--- src/hart_isa_pkg.sv ---
/*
 * RV32I instruction encoding constants: opcodes, funct3 codes for
 * branches and memory sizes, the EBREAK word and register file size
 */
package hart_isa_pkg;

    // ==================================================
    // Major opcodes
    // ==================================================
    localparam logic [6:0] OPC_OP     = 7'b0110011; // Reg-reg ALU
    localparam logic [6:0] OPC_OP_IMM = 7'b0010011; // Reg-imm ALU
    localparam logic [6:0] OPC_LOAD   = 7'b0000011;
    localparam logic [6:0] OPC_STORE  = 7'b0100011;
    localparam logic [6:0] OPC_BRANCH = 7'b1100011;
    localparam logic [6:0] OPC_JAL    = 7'b1101111;
    localparam logic [6:0] OPC_JALR   = 7'b1100111;
    localparam logic [6:0] OPC_LUI    = 7'b0110111;
    localparam logic [6:0] OPC_AUIPC  = 7'b0010111;
    localparam logic [6:0] OPC_SYSTEM = 7'b1110011; // ECALL, EBREAK, CSR

    // Branch conditions
    localparam logic [2:0] F3_BEQ  = 3'b000;
    localparam logic [2:0] F3_BNE  = 3'b001;
    localparam logic [2:0] F3_BLT  = 3'b100;
    localparam logic [2:0] F3_BGE  = 3'b101;
    localparam logic [2:0] F3_BLTU = 3'b110;
    localparam logic [2:0] F3_BGEU = 3'b111;

    // Load/store access size, bit 2 set means zero extend
    localparam logic [2:0] F3_B  = 3'b000;
    localparam logic [2:0] F3_H  = 3'b001;
    localparam logic [2:0] F3_W  = 3'b010;
    localparam logic [2:0] F3_BU = 3'b100;
    localparam logic [2:0] F3_HU = 3'b101;

    localparam logic [31:0] INST_EBREAK = 32'h0010_0073;

    localparam int NUM_REGS   = 32;
    localparam int REG_ADDR_W = 5;

endpackage

--- src/hart_ctrl_pkg.sv ---
/*
 * Internal control encodings from the decoder to the datapath:
 * immediate format, ALU operation, result select and flow class
 */
package hart_ctrl_pkg;

    // Immediate layout per instruction format
    typedef enum logic [2:0] {
        IMM_I, IMM_S, IMM_B, IMM_U, IMM_J, IMM_NONE
    } imm_fmt_e;

    // Ordered like funct3 of OP/OP-IMM so the decoder can cast directly
    typedef enum logic [2:0] {
        ALU_ADD,  // Also SUB
        ALU_SLL,
        ALU_SLT,
        ALU_SLTU,
        ALU_XOR,
        ALU_SRL,  // Also SRA
        ALU_OR,
        ALU_AND
    } alu_opsel_e;

    // Non-memory write-back source
    typedef enum logic [1:0] {
        RES_ALU, RES_IMM, RES_PC_IMM, RES_PC4
    } res_sel_e;

    // Control flow class
    typedef enum logic [1:0] {
        FLOW_SEQ, FLOW_BRANCH, FLOW_JAL, FLOW_JALR
    } branch_kind_e;

endpackage

--- src/fetch_unit.sv ---
/*
 * Program counter, sticky halted state, branch decision
 * and next-PC selection
 */
`timescale 1ns/1ps

module fetch_unit
    import hart_isa_pkg::*;
    import hart_ctrl_pkg::*;
#(
    parameter logic [31:0] RESET_ADDR = 32'h0000_0000
) (
    input  logic         i_clk,
    input  logic         i_rst,
    input  branch_kind_e i_flow,
    input  logic [2:0]   i_funct3,
    input  logic         i_alu_eq,
    input  logic         i_alu_lt,     // Signed or unsigned per decoder
    input  logic [31:0]  i_imm,
    input  logic [31:0]  i_rs1_data,
    input  logic         i_halt_req,   // EBREAK or illegal opcode
    output logic [31:0]  o_pc,
    output logic [31:0]  o_pc_plus4,
    output logic [31:0]  o_next_pc,
    output logic         o_run
);

    logic        halted_q;
    logic        taken;
    logic [31:0] target;

    // Branch condition from funct3 and ALU flags
    always_comb begin
        case (i_funct3)
            F3_BEQ:  taken = i_alu_eq;
            F3_BNE:  taken = !i_alu_eq;
            F3_BLT:  taken = i_alu_lt;
            F3_BGE:  taken = !i_alu_lt;
            F3_BLTU: taken = i_alu_lt;
            F3_BGEU: taken = !i_alu_lt;
            default: taken = 1'b0;
        endcase
    end

    // Next PC
    always_comb begin
        case (i_flow)
            FLOW_JALR:   target = (i_rs1_data + i_imm) & ~32'd1; // LSB cleared
            FLOW_JAL:    target = o_pc + i_imm;
            FLOW_BRANCH: target = taken ? o_pc + i_imm : o_pc_plus4;
            default:     target = o_pc_plus4;
        endcase
    end

    assign o_pc_plus4 = o_pc + 32'd4;
    assign o_next_pc  = i_halt_req ? o_pc : target; // Halting instruction stays put
    assign o_run      = !i_rst && !halted_q;

    always_ff @(posedge i_clk) begin
        if (i_rst) begin
            o_pc     <= RESET_ADDR;
            halted_q <= 1'b0;
        end else if (o_run) begin
            o_pc     <= o_next_pc;
            halted_q <= i_halt_req;  // Sticky until reset
        end
    end

endmodule

--- src/decoder.sv ---
/*
 * Instruction decoder: field split, main control, immediate
 * generation, ALU control and trap/halt detection
 */
`timescale 1ns/1ps

module decoder
    import hart_isa_pkg::*;
    import hart_ctrl_pkg::*;
(
    input  logic [31:0]           i_inst,
    input  logic                  i_run,
    output logic [REG_ADDR_W-1:0] o_rs1_addr,
    output logic [REG_ADDR_W-1:0] o_rs2_addr,
    output logic [REG_ADDR_W-1:0] o_rd_addr,
    output logic [2:0]            o_funct3,
    output logic [31:0]           o_imm,
    output alu_opsel_e            o_alu_opsel,
    output logic                  o_alu_sub,
    output logic                  o_alu_unsigned,
    output logic                  o_alu_arith,
    output logic                  o_alu_src_imm,
    output res_sel_e              o_res_sel,
    output logic                  o_mem_read,
    output logic                  o_mem_write,
    output logic                  o_reg_write,   // Already gated by run and halt
    output branch_kind_e          o_flow,
    output logic                  o_trap,
    output logic                  o_halt_req
);

    logic [6:0] opcode;
    logic       f7_bit5;
    logic       is_op, is_op_imm, is_branch;
    logic       writes_rd;
    imm_fmt_e   imm_fmt;

    assign opcode     = i_inst[6:0];
    assign o_funct3   = i_inst[14:12];
    assign o_rs1_addr = i_inst[19:15];
    assign o_rs2_addr = i_inst[24:20];
    assign f7_bit5    = i_inst[30];

    assign is_op     = (opcode == OPC_OP);
    assign is_op_imm = (opcode == OPC_OP_IMM);
    assign is_branch = (opcode == OPC_BRANCH);

    // ==================================================
    // Main control
    // ==================================================
    always_comb begin
        writes_rd     = 1'b0;
        o_mem_read    = 1'b0;
        o_mem_write   = 1'b0;
        o_alu_src_imm = 1'b0;
        o_res_sel     = RES_ALU;
        o_flow        = FLOW_SEQ;
        imm_fmt       = IMM_NONE;
        o_trap        = 1'b0;
        case (opcode)
            OPC_OP:     writes_rd = 1'b1;
            OPC_OP_IMM: begin writes_rd = 1'b1; o_alu_src_imm = 1'b1; imm_fmt = IMM_I; end
            OPC_LOAD: begin
                writes_rd     = 1'b1;
                o_mem_read    = 1'b1;
                o_alu_src_imm = 1'b1;
                imm_fmt       = IMM_I;
            end
            OPC_STORE:  begin o_mem_write = 1'b1; o_alu_src_imm = 1'b1; imm_fmt = IMM_S; end
            OPC_BRANCH: begin o_flow = FLOW_BRANCH; imm_fmt = IMM_B; end // Compare rs1, rs2
            OPC_JAL: begin
                writes_rd = 1'b1;
                o_res_sel = RES_PC4;   // Link
                o_flow    = FLOW_JAL;
                imm_fmt   = IMM_J;
            end
            OPC_JALR: begin
                writes_rd = 1'b1;
                o_res_sel = RES_PC4;
                o_flow    = FLOW_JALR;
                imm_fmt   = IMM_I;
            end
            OPC_LUI:    begin writes_rd = 1'b1; o_res_sel = RES_IMM;    imm_fmt = IMM_U; end
            OPC_AUIPC:  begin writes_rd = 1'b1; o_res_sel = RES_PC_IMM; imm_fmt = IMM_U; end
            OPC_SYSTEM: ;                  // Only EBREAK acts, rest are no-ops
            default:    o_trap = 1'b1;     // Unsupported opcode
        endcase
    end

    // Immediate, sign extended
    always_comb begin
        case (imm_fmt)
            IMM_I:   o_imm = {{20{i_inst[31]}}, i_inst[31:20]};
            IMM_S:   o_imm = {{20{i_inst[31]}}, i_inst[31:25], i_inst[11:7]};
            IMM_B:   o_imm = {{20{i_inst[31]}}, i_inst[7], i_inst[30:25], i_inst[11:8], 1'b0};
            IMM_U:   o_imm = {i_inst[31:12], 12'b0};
            IMM_J:   o_imm = {{12{i_inst[31]}}, i_inst[19:12], i_inst[20], i_inst[30:21], 1'b0};
            default: o_imm = 32'd0;
        endcase
    end

    // ==================================================
    // ALU control
    // ==================================================
    assign o_alu_opsel    = (is_op || is_op_imm) ? alu_opsel_e'(o_funct3) : ALU_ADD;
    assign o_alu_sub      = is_op && f7_bit5 && (o_funct3 == 3'b000);  // SUB only
    assign o_alu_arith    = (is_op || is_op_imm) && f7_bit5 && (o_funct3 == 3'b101);
    assign o_alu_unsigned = (is_branch && o_funct3[1])                  // BLTU, BGEU
                         || ((is_op || is_op_imm) && o_funct3 == 3'b011); // SLTU(I)

    // Halt and gated register write
    assign o_halt_req  = o_trap || (i_inst == INST_EBREAK);
    assign o_reg_write = writes_rd && i_run && !o_halt_req;
    assign o_rd_addr   = o_reg_write ? i_inst[11:7] : '0;

endmodule

--- src/reg_file.sv ---
/*
 * 32 x 32-bit register file, two combinational reads,
 * one write at the clock edge, x0 reads as zero
 */
`timescale 1ns/1ps

module reg_file
    import hart_isa_pkg::*;
(
    input  logic                  i_clk,
    input  logic                  i_rst,
    input  logic [REG_ADDR_W-1:0] i_rs1_addr,
    input  logic [REG_ADDR_W-1:0] i_rs2_addr,
    input  logic [REG_ADDR_W-1:0] i_rd_addr,
    input  logic [31:0]           i_rd_wdata,
    input  logic                  i_rd_wen,
    output logic [31:0]           o_rs1_data,
    output logic [31:0]           o_rs2_data
);

    logic [31:0] regs [1:NUM_REGS-1]; // No storage for x0

    always_ff @(posedge i_clk) begin
        if (i_rst) begin
            for (int i = 1; i < NUM_REGS; i++) begin
                regs[i] <= 32'd0;
            end
        end else if (i_rd_wen && i_rd_addr != '0) begin
            regs[i_rd_addr] <= i_rd_wdata;
        end
    end

    assign o_rs1_data = (i_rs1_addr == '0) ? 32'd0 : regs[i_rs1_addr];
    assign o_rs2_data = (i_rs2_addr == '0) ? 32'd0 : regs[i_rs2_addr];

endmodule

--- src/execute_unit.sv ---
/*
 * ALU with equal and less-than flags, plus the
 * non-memory result select (ALU, LUI, AUIPC, link)
 */
`timescale 1ns/1ps

module execute_unit
    import hart_ctrl_pkg::*;
(
    input  alu_opsel_e  i_opsel,
    input  logic        i_sub,
    input  logic        i_unsigned,
    input  logic        i_arith,
    input  logic        i_src_imm,
    input  logic [31:0] i_rs1_data,
    input  logic [31:0] i_rs2_data,
    input  logic [31:0] i_imm,
    input  logic [31:0] i_pc,
    input  logic [31:0] i_pc_plus4,
    input  res_sel_e    i_res_sel,
    output logic [31:0] o_alu_result,
    output logic        o_eq,
    output logic        o_lt,
    output logic [31:0] o_result
);

    logic [31:0] op2;
    logic [4:0]  shamt;

    assign op2   = i_src_imm ? i_imm : i_rs2_data;
    assign shamt = op2[4:0];

    // Flags, shared by SLT(U) and branches
    assign o_eq = (i_rs1_data == op2);
    assign o_lt = i_unsigned ? (i_rs1_data < op2)
                             : ($signed(i_rs1_data) < $signed(op2));

    // ==================================================
    // ALU
    // ==================================================
    always_comb begin
        case (i_opsel)
            ALU_ADD:  o_alu_result = i_sub ? i_rs1_data - op2 : i_rs1_data + op2;
            ALU_SLL:  o_alu_result = i_rs1_data << shamt;
            ALU_SLT,
            ALU_SLTU: o_alu_result = {31'd0, o_lt};       // Sign mode set by decoder
            ALU_XOR:  o_alu_result = i_rs1_data ^ op2;
            ALU_SRL:  o_alu_result = i_arith ? 32'($signed(i_rs1_data) >>> shamt)
                                             : i_rs1_data >> shamt;
            ALU_OR:   o_alu_result = i_rs1_data | op2;
            ALU_AND:  o_alu_result = i_rs1_data & op2;
            default:  o_alu_result = 32'd0;
        endcase
    end

    // Result for everything except loads
    always_comb begin
        case (i_res_sel)
            RES_IMM:    o_result = i_imm;          // LUI
            RES_PC_IMM: o_result = i_pc + i_imm;   // AUIPC
            RES_PC4:    o_result = i_pc_plus4;     // JAL, JALR
            default:    o_result = o_alu_result;
        endcase
    end

endmodule

--- src/lsu.sv ---
/*
 * Load/store unit: word alignment, store lane steering and mask,
 * load extraction with extension, final write-back select
 */
`timescale 1ns/1ps

module lsu
    import hart_isa_pkg::*;
(
    input  logic [31:0] i_addr,        // rs1 + imm from the ALU
    input  logic [2:0]  i_funct3,
    input  logic        i_mem_read,
    input  logic        i_mem_write,
    input  logic [31:0] i_rs2_data,
    input  logic [31:0] i_dmem_rdata,
    input  logic [31:0] i_result,
    input  logic        i_run,
    input  logic        i_halt_req,
    output logic [31:0] o_dmem_addr,
    output logic        o_dmem_ren,
    output logic        o_dmem_wen,
    output logic [31:0] o_dmem_wdata,
    output logic [3:0]  o_dmem_mask,
    output logic [31:0] o_rd_wdata
);

    logic [1:0]  offset;
    logic [31:0] rdata_shifted;
    logic [31:0] load_data;

    assign offset      = i_addr[1:0];
    assign o_dmem_addr = {i_addr[31:2], 2'b00};

    // No access in reset, when halted or on the halting instruction
    assign o_dmem_ren = i_mem_read && i_run && !i_halt_req;
    assign o_dmem_wen = i_mem_write && i_run && !i_halt_req;

    // Store lanes and mask
    assign o_dmem_wdata = i_rs2_data << {offset, 3'b000};

    always_comb begin
        case (i_funct3)
            F3_B:    o_dmem_mask = 4'b0001 << offset;
            F3_H:    o_dmem_mask = 4'b0011 << offset;
            default: o_dmem_mask = 4'b1111;
        endcase
    end

    // Addressed byte/half moved to bit 0, then extended
    assign rdata_shifted = i_dmem_rdata >> {offset, 3'b000};

    always_comb begin
        case (i_funct3)
            F3_B:    load_data = {{24{rdata_shifted[7]}}, rdata_shifted[7:0]};
            F3_H:    load_data = {{16{rdata_shifted[15]}}, rdata_shifted[15:0]};
            F3_BU:   load_data = {24'd0, rdata_shifted[7:0]};
            F3_HU:   load_data = {16'd0, rdata_shifted[15:0]};
            F3_W:    load_data = i_dmem_rdata;
            default: load_data = i_dmem_rdata;
        endcase
    end

    assign o_rd_wdata = i_mem_read ? load_data : i_result;

endmodule

--- src/hart_top.sv ---
/*
 * Single-cycle RV32I hart: fetch unit, decoder, register file,
 * execute unit and load/store unit with a per-instruction retire port
 */
`timescale 1ns/1ps

module hart_top
    import hart_isa_pkg::*;
    import hart_ctrl_pkg::*;
#(
    parameter logic [31:0] RESET_ADDR = 32'h0000_0000
) (
    input  logic        i_clk,
    input  logic        i_rst,
    // Instruction memory, combinational read
    output logic [31:0] o_imem_raddr,
    input  logic [31:0] i_imem_rdata,
    // Data memory, write lands at next edge
    output logic [31:0] o_dmem_addr,
    output logic        o_dmem_ren,
    output logic        o_dmem_wen,
    output logic [31:0] o_dmem_wdata,
    output logic [3:0]  o_dmem_mask,
    input  logic [31:0] i_dmem_rdata,
    // Retire, same cycle as the PC
    output logic        o_retire_valid,
    output logic [31:0] o_retire_inst,
    output logic [31:0] o_retire_pc,
    output logic [31:0] o_retire_next_pc,
    output logic [4:0]  o_retire_rd_waddr,
    output logic [31:0] o_retire_rd_wdata,
    output logic        o_retire_trap,
    output logic        o_retire_halt
);

    // ==================================================
    // Interconnect
    // ==================================================
    logic [31:0]           pc, pc_plus4, next_pc;
    logic                  run;
    logic [REG_ADDR_W-1:0] rs1_addr, rs2_addr, rd_addr;
    logic [2:0]            funct3;
    logic [31:0]           imm;
    alu_opsel_e            alu_opsel;
    logic                  alu_sub, alu_unsigned, alu_arith, alu_src_imm;
    res_sel_e              res_sel;
    logic                  mem_read, mem_write, reg_write;
    branch_kind_e          flow;
    logic                  trap, halt_req;
    logic [31:0]           rs1_data, rs2_data;
    logic [31:0]           alu_result, result, rd_wdata;
    logic                  alu_eq, alu_lt;

    fetch_unit #(
        .RESET_ADDR (RESET_ADDR)
    ) fetch_unit_i (
        .i_clk      (i_clk),
        .i_rst      (i_rst),
        .i_flow     (flow),
        .i_funct3   (funct3),
        .i_alu_eq   (alu_eq),
        .i_alu_lt   (alu_lt),
        .i_imm      (imm),
        .i_rs1_data (rs1_data),
        .i_halt_req (halt_req),
        .o_pc       (pc),
        .o_pc_plus4 (pc_plus4),
        .o_next_pc  (next_pc),
        .o_run      (run)
    );

    decoder decoder_i (
        .i_inst         (i_imem_rdata),
        .i_run          (run),
        .o_rs1_addr     (rs1_addr),
        .o_rs2_addr     (rs2_addr),
        .o_rd_addr      (rd_addr),
        .o_funct3       (funct3),
        .o_imm          (imm),
        .o_alu_opsel    (alu_opsel),
        .o_alu_sub      (alu_sub),
        .o_alu_unsigned (alu_unsigned),
        .o_alu_arith    (alu_arith),
        .o_alu_src_imm  (alu_src_imm),
        .o_res_sel      (res_sel),
        .o_mem_read     (mem_read),
        .o_mem_write    (mem_write),
        .o_reg_write    (reg_write),
        .o_flow         (flow),
        .o_trap         (trap),
        .o_halt_req     (halt_req)
    );

    reg_file reg_file_i (
        .i_clk      (i_clk),
        .i_rst      (i_rst),
        .i_rs1_addr (rs1_addr),
        .i_rs2_addr (rs2_addr),
        .i_rd_addr  (rd_addr),
        .i_rd_wdata (rd_wdata),
        .i_rd_wen   (reg_write),
        .o_rs1_data (rs1_data),
        .o_rs2_data (rs2_data)
    );

    execute_unit execute_unit_i (
        .i_opsel      (alu_opsel),
        .i_sub        (alu_sub),
        .i_unsigned   (alu_unsigned),
        .i_arith      (alu_arith),
        .i_src_imm    (alu_src_imm),
        .i_rs1_data   (rs1_data),
        .i_rs2_data   (rs2_data),
        .i_imm        (imm),
        .i_pc         (pc),
        .i_pc_plus4   (pc_plus4),
        .i_res_sel    (res_sel),
        .o_alu_result (alu_result),
        .o_eq         (alu_eq),
        .o_lt         (alu_lt),
        .o_result     (result)
    );

    lsu lsu_i (
        .i_addr       (alu_result),
        .i_funct3     (funct3),
        .i_mem_read   (mem_read),
        .i_mem_write  (mem_write),
        .i_rs2_data   (rs2_data),
        .i_dmem_rdata (i_dmem_rdata),
        .i_result     (result),
        .i_run        (run),
        .i_halt_req   (halt_req),
        .o_dmem_addr  (o_dmem_addr),
        .o_dmem_ren   (o_dmem_ren),
        .o_dmem_wen   (o_dmem_wen),
        .o_dmem_wdata (o_dmem_wdata),
        .o_dmem_mask  (o_dmem_mask),
        .o_rd_wdata   (rd_wdata)
    );

    // ==================================================
    // Fetch address and retire port
    // ==================================================
    assign o_imem_raddr      = pc;
    assign o_retire_valid    = run;          // Low in reset and once halted
    assign o_retire_inst     = i_imem_rdata;
    assign o_retire_pc       = pc;
    assign o_retire_next_pc  = next_pc;
    assign o_retire_rd_waddr = rd_addr;      // Zero when nothing is written
    assign o_retire_rd_wdata = rd_wdata;
    assign o_retire_trap     = trap;
    assign o_retire_halt     = halt_req;

endmodule

--- config.mk ---
export PLATFORM = sky130hd
export DESIGN_NAME = hart_top
export DESIGN_NICKNAME = d
export VERILOG_FILES = /design/src/hart_isa_pkg.sv /design/src/hart_ctrl_pkg.sv /design/src/fetch_unit.sv /design/src/decoder.sv /design/src/reg_file.sv /design/src/execute_unit.sv /design/src/lsu.sv /design/src/hart_top.sv
export SDC_FILE = /design/constraint.sdc
export NUM_CORES = 2
export LEC_CHECK = 0
export BUFFER_PORTS_ARGS = -buffer_cell sky130_fd_sc_hd__buf_2
export CORE_MARGIN = 1.5
export CORE_UTILIZATION = 48
export DETAILED_ROUTE_END_ITERATION = 16
export MAX_ROUTING_LAYER = met4
export PLACE_DENSITY = 0.63
export SETUP_SLACK_MARGIN = 0.05
export SLEW_MARGIN = 15
export SYNTH_ARGS = -nofsm -noshare
export SYNTH_HDL_FRONTEND = slang
export SYNTH_SLANG_ARGS = --single-unit
--- constraint.sdc ---
create_clock -name i_clk -period 16.05 [get_ports i_clk]
set_input_delay 3.21 -clock i_clk [delete_from_list [all_inputs] [get_ports i_clk]]
set_output_delay 3.21 -clock i_clk [all_outputs]
set_load 0.01 [all_outputs]
* Word-level counts from Yosys, hierarchy flattened
Memory sizes are Yosys's and may differ from the RTL's.
Cells that the tools add are included.
** Word-level totals
- Bits in registers :: 33
- Bits in writable memories :: 992
- Input port bits :: 66
- Output and inout port bits :: 238
- Memories :: 1
** Memories
- reg_file_i.regs :: words 31, bits a word 32, read ports 2, clocked after memory_dff 0, wr ports 31, line reg_file.sv:21 : logic [31:0] regs [1:NUM_REGS-1];
** Operators by class
- Add/sub/neg operators :: 5
- $lt $le $gt $ge :: 2
- Eq/ne operators :: 35
- Shift operators :: 7
- Mux-type cells :: 34
- Bitwise logic cells :: 3
- Reduce and logical (&&, ||, !) cells :: 38
** Operators with widths (count)
- $mux W32 :: 9
- $pmux W32 S7 :: 1
- $pmux W32 S3 :: 2
- $pmux W32 S5 :: 1
- $pmux W32 S4 :: 1
- $add A32 B32 Y32 :: 3
- $lt A32 B32 Y1 :: 2
- $shl A32 B5 Y32 :: 2
- $add A32 B3 Y32 const B :: 1
- $and A32 B32 Y32 :: 1
- $eq A32 B21 Y1 const B :: 1
- $eq A32 B32 Y1 :: 1
- $or A32 B32 Y32 :: 1
- $reduce_or A32 Y1 :: 1
- $shr A32 B5 Y16 :: 1
- $shr A32 B5 Y32 :: 1
- $sshr A32 B5 Y32 :: 1
- $sub A32 B32 Y32 :: 1
- $xor A32 B32 Y32 :: 1
- $eq A7 B7 Y1 const B :: 4
- $eq A3 B3 Y1 const B :: 9
- $eq A7 B6 Y1 const B :: 3
- $eq A3 B2 Y1 const B :: 5
- $pmux W3 S5 :: 1
- 23 further kinds :: 70

* Longest topological paths before layout
- Word-level depth :: 14
- Depth in mapped cells :: 30
- Mapped depth without buffers :: 22

* Hierarchy
A second synthesis with hierarchy kept.
** Unflattened totals
- Cells, all modules :: 6794
- Area total of the unflattened synthesis :: 75377.3 µm²
** Modules (own cells, without submodules)
- reg_file :: instances 1, cells each 3765, area each 54631.1 µm²
- execute_unit :: instances 1, cells each 1645, area each 11195.7 µm²
- fetch_unit :: instances 1, cells each 932, area each 6422.4 µm²
- lsu :: instances 1, cells each 262, area each 1715.4 µm²
- decoder :: instances 1, cells each 126, area each 932.1 µm²
- hart_top :: instances 1, cells each 64, area each 480.5 µm²

* Worst setup path after synthesis
No wires, ideal clock.
- Path kind :: input port to output port
- From :: input port i_imem_rdata[20]
- To :: output port o_retire_rd_wdata[29]
- Arrival time :: 10.073 ns
- Required time :: 12.840 ns
- Path slack :: 2.767 ns
- Stages :: 29
- Cells stage by stage :: buf_4 buf_4 buf_2 clkbuf_1 clkbuf_1 buf_1 mux4_2 mux4_2 nand2_1 a21oi_1 nand2_1 nand2_1 ha_1 clkbuf_1 or4_1 nor2_1 nor4bb_1 o31ai_1 a21oi_1 nor4_1 o21ai_0 nand3_1 buf_2 nand4_1 o21ai_1 buf_4 o32ai_2 buf_2 nor2_1
** Between the ends
- Word-level cells in the longest chain between the ends :: 9
- Elaborated cells on any way between the ends :: 24
- Classes of those cells :: add/sub (3); order compare (2); shift (4); mux (10); bitwise (3); reduce/logical (1); memory (1)
** RTL lines
- from (decl) :: line hart_top.sv:17 : input logic [31:0] i_imem_rdata,
- $mem_v2 Z31 W32 or $logic_not A5 Y1 (tied branches)
- $mux W32 :: line reg_file.sv:34 : assign o_rs2_data = (i_rs2_addr == '0) ? 32'd0 : regs[i_rs2_addr];
- $mux W32 :: line execute_unit.sv:30 : assign op2 = i_src_imm ? i_imm : i_rs2_data;
- $add A32 B32 Y32, or another cell as far along :: line execute_unit.sv:43 : ALU_ADD: o_alu_result = i_sub ? i_rs1_data - op2 : i_rs1_data + op2;
- $mux W32, or another cell as far along :: line execute_unit.sv:43
- $pmux W32 S7 :: line execute_unit.sv:42 : case (i_opsel)
- $shr A32 B5 Y16 :: line lsu.sv:50 : assign rdata_shifted = i_dmem_rdata >> {offset, 3'b000};
- $pmux W32 S4 :: line lsu.sv:53 : case (i_funct3)
- $mux W32 * :: line lsu.sv:63 : assign o_rd_wdata = i_mem_read ? load_data : i_result;
- to (decl) :: line hart_top.sv:31 : output logic [31:0] o_retire_rd_wdata,
Every way passes the cells marked *; elsewhere a longest branch is shown, timed or not.

* Worst setup path after layout
- From :: input port i_imem_rdata[15]
- To :: output port o_retire_rd_wdata[16]
** Between the ends
- Word-level cells in the longest chain between the ends :: 8
- Elaborated cells on any way between the ends :: 24
- Classes of those cells :: add/sub (3); order compare (2); shift (4); mux (10); bitwise (3); reduce/logical (1); memory (1)
** RTL lines (line)
- $mem_v2 Z31 W32, or another cell as far along
- $mux W32 (on tied branches) :: reg_file.sv:33, execute_unit.sv:30
- $add A32 B32 Y32, or another cell as far along :: execute_unit.sv:43
- $mux W32, or another cell as far along :: execute_unit.sv:43
- $pmux W32 S7 :: execute_unit.sv:42
- $shr A32 B5 Y16 :: lsu.sv:50
- $pmux W32 S4 :: lsu.sv:53
- $mux W32 * :: lsu.sv:63
Marked as above.

==> out/metrics.json <==
{
  "number_of_buffers_created_by_cts": 112,
  "synthesis.instances": 6596,
  "mappedNetlistArea_um2": 71700,
  "routedWlPerCell_um": 40.6,
  "transition_time_at_the_pin_with_the_least_slew_margin_ns": 1.25,
  "globalRouteTotalUtil_pct": 47.0,
  "setup_total_negative_slack_ns": 0,
  "fin_nets": 6902,
  "rr_endpoint": "reg_file_i.regs[30][16]",
  "layout.cells.most_common_list": "nor2_1, edfxtp_1, mux4_2",
  "status": "finished clean",
  "finalHoldViolCount": 0,
  "postCtsSetupBuffers": 0,
  "placement.io_buffers": 301,
  "synth_cell_type_count": 101,
  "cts_htree_levels": 3,
  "clkSinkCount": 1057,
  "layout_commonest_cell": "nor2_1",
  "die-width_um": 390,
  "setup.reg_to_reg.worst_slack_ns": 7.42,
  "via_count": 63400,
  "cts_max_path_buffers": 3,
  "setup.worst_path.end_class": "output port",
  "synthTopCellsByArea": "edfxtp_1, mux4_2, nor2_1",
  "worst_clock_skew_ns": 0.0398,
  "fp.dieArea_um2": 152000,
  "worst_ep_required_time_ns": 12.84,
  "period_share_pct": 93.3,
  "antenna_violating_nets_post_route": 0,
  "avgSynthCellArea_um2": 10.9,
  "grt-ovfl-total": 0,
  "drt-total-wl_um": 353000,
  "global_route_wire_length_before_repair_um": 481000,
  "grt_pass1_vias": 58900,
  "fmaxAchievable_mhz": 66.8,
  "drt_iter0_drc": 10800,
  "fp.dieH_um": 390,
  "tritoncts": "yes",
  "maximum_number_of_pins_on_one_net_before_global_route_repair": 81,
  "postCtsHoldBufs": 0,
  "setup_viol": 0,
  "synthDominantCellAreaShare_pct": 42.9,
  "cts_resized": 0,
  "drc": 0,
  "crit_arrival_ns": 11.76,
  "antenna_found_initial": 15,
  "critical_path.endpoint": "o_retire_rd_wdata[16]",
  "slowest_delay_ns": 0.87,
  "critPathLaunchType": "primary input",
  "syn_to_final_growth_pct": 10.9,
  "layout-drive-gt1-share_pct": 22.6,
  "drt_pass1_iterations": 7,
  "synth_top_cell_by_area": "edfxtp_1",
  "drt-vias-per-instance": 7.27,
  "crit_path_top_delay_cell": "a2111oi_0",
  "hpwlAfterDp_um": 250000,
  "pin_count": 304,
  "static-leakage-power_uw": 0.0305,
  "core_um2": 148000,
  "clk-insertion-delay-late_ns": 0.77,
  "worstSetupStartpoint": "i_imem_rdata[15]",
  "vdd.ir_drop.worst_v": 0.000122,
  "final-max-slew-violation-count": 0,
  "power_density_nw_per_um2": 113,
  "start_util_pct": 48.5,
  "relSlewSlack_pct": 16.1,
  "maxCapViolations": 0,
  "critical_path_depth": 26,
  "critical_path_class": "in -> out",
  "finalWorstPathRequiredPeriod_ns": 14.97,
  "std_cell_rows": 141,
  "synthesis.yosys.warnings": 0,
  "grt_setup_unrepaired": "false",
  "synth_async_sr_flop_share_pct": 0,
  "reg2regPathDepth": 25,
  "critical_path.top_delay_family": "compound AO/OA/AOI/OAI gates",
  "synth-edff-count": 1024,
  "crit_buf_inv": 8,
  "clk_transition_reported_paths_ns": 0.06,
  "ys_ff_latch": 1057,
  "synth_seq_area_share_pct": 43.8,
  "holdPathStages": 2,
  "crit_path_frequent_cell": "buf_4",
  "crit-reg2reg-launch": "reg_file_i.regs[27][0]",
  "ys.flop_type": "edfxtp_1",
  "gp_congestion": 1.07,
  "critPathMaxFanout": 67,
  "cts-root-buf": "clkbuf_16",
  "hold_path.class": "reg -> reg",
  "final_core_utilization_pct": 53.7
}
flip-flops by register name (all words and copies together) (netlist names):
register	cells
fetch_unit_i.halted_q	1
fetch_unit_i.o_pc	32
reg_file_i.regs	1024
power breakdown:
part           switching (uW)  internal, uW  total (uW)  leakage (uW)
logic                    2230           878        3110        0.0179
registers                95.7          3140        3240        0.0108
clock network            1170          1500        2670       0.00181
through the flow:
step                      instances  hold slack, ns  cell area [um2]  power (uW)  setup slack (ns)
after floorplan                6629           0.539            71800        4900              2.77
after CTS                      8697           0.599            79500        8880              1.37
after global placement         8488           0.584            75800        6270              1.42
final                          8712           0.608            79600        9010              1.08
after detailed placement       8488           0.590            75800        6260              1.39
after global routing           8708           0.624            79500        9180              1.00
worst min-delay path, delay by kind of cell (launching register included):
| kind | cells | cell delay (ns) |
|---|---|---|
| compound gates | 1 | 0.06 |
| simple gates | 1 | 0.09 |
| flops | 1 | 0.41 |
worst min path at each step:
stage | start | end | slack [ns]
3_5_place_dp | fetch_unit_i.o_pc[20] | fetch_unit_i.o_pc[20] | 0.59
5_1_grt | fetch_unit_i.o_pc[26] | fetch_unit_i.o_pc[26] | 0.62
2_1_floorplan | fetch_unit_i.o_pc[0] | fetch_unit_i.o_pc[0] | 0.54
4_1_cts | fetch_unit_i.o_pc[20] | fetch_unit_i.o_pc[20] | 0.60
6_report | fetch_unit_i.o_pc[20] | fetch_unit_i.o_pc[20] | 0.61
3_3_place_gp | fetch_unit_i.o_pc[26] | fetch_unit_i.o_pc[26] | 0.58
logic make-up (layout without fill, tap and decap cells):
logic type	Yosys count	after routing	synth area share (%)
and+or+nand+nor	2269	2269	13.8
AOI/OAI and AO/OA	1372	1372	12.7
DFF	1057	1057	43.8
buffers and inverters	842	981	5.21
muxes	792	792	20.3
adders and majority gates	163	163	2.89
xor gates and xnor gates	100	100	1.22
other	1	48	0.00523
per-layer routing:
metal | track usage, % | share of wire, %
met5 | - | 0
met4 | 27.9 | 7.7
met2 | 69.1 | 44
met1 | 59.3 | 35
met3 | 11.3 | 13
cell usage after synthesis (all sizes together), types with 55 or more instances:
cell and number:
mux4 527, clkbuf 364, o21ai 243, buf 301, a211oi 107, ha 159
mux2i 217, inv 175, and3 55, a21o 92, nand2 483, nor2 1080
nand3 94, a21oi 403, nor3 295, edfxtp 1024, xnor2 71
final cells by class:
type | instances | area (um2)
Antenna cell | 14 | 35.0
Clock buffer | 135 | 2930
Clock inverter | 74 | 778
Fill cell | 12900 | 68500
Inverter | 177 | 664
Multi-Input combinational cell | 4730 | 37400
Sequential cell | 1057 | 31400
Tap cell | 1930 | 2410
Timing Repair Buffer | 595 | 3910
No activity file was read; power rests on OpenSTA's default activity.
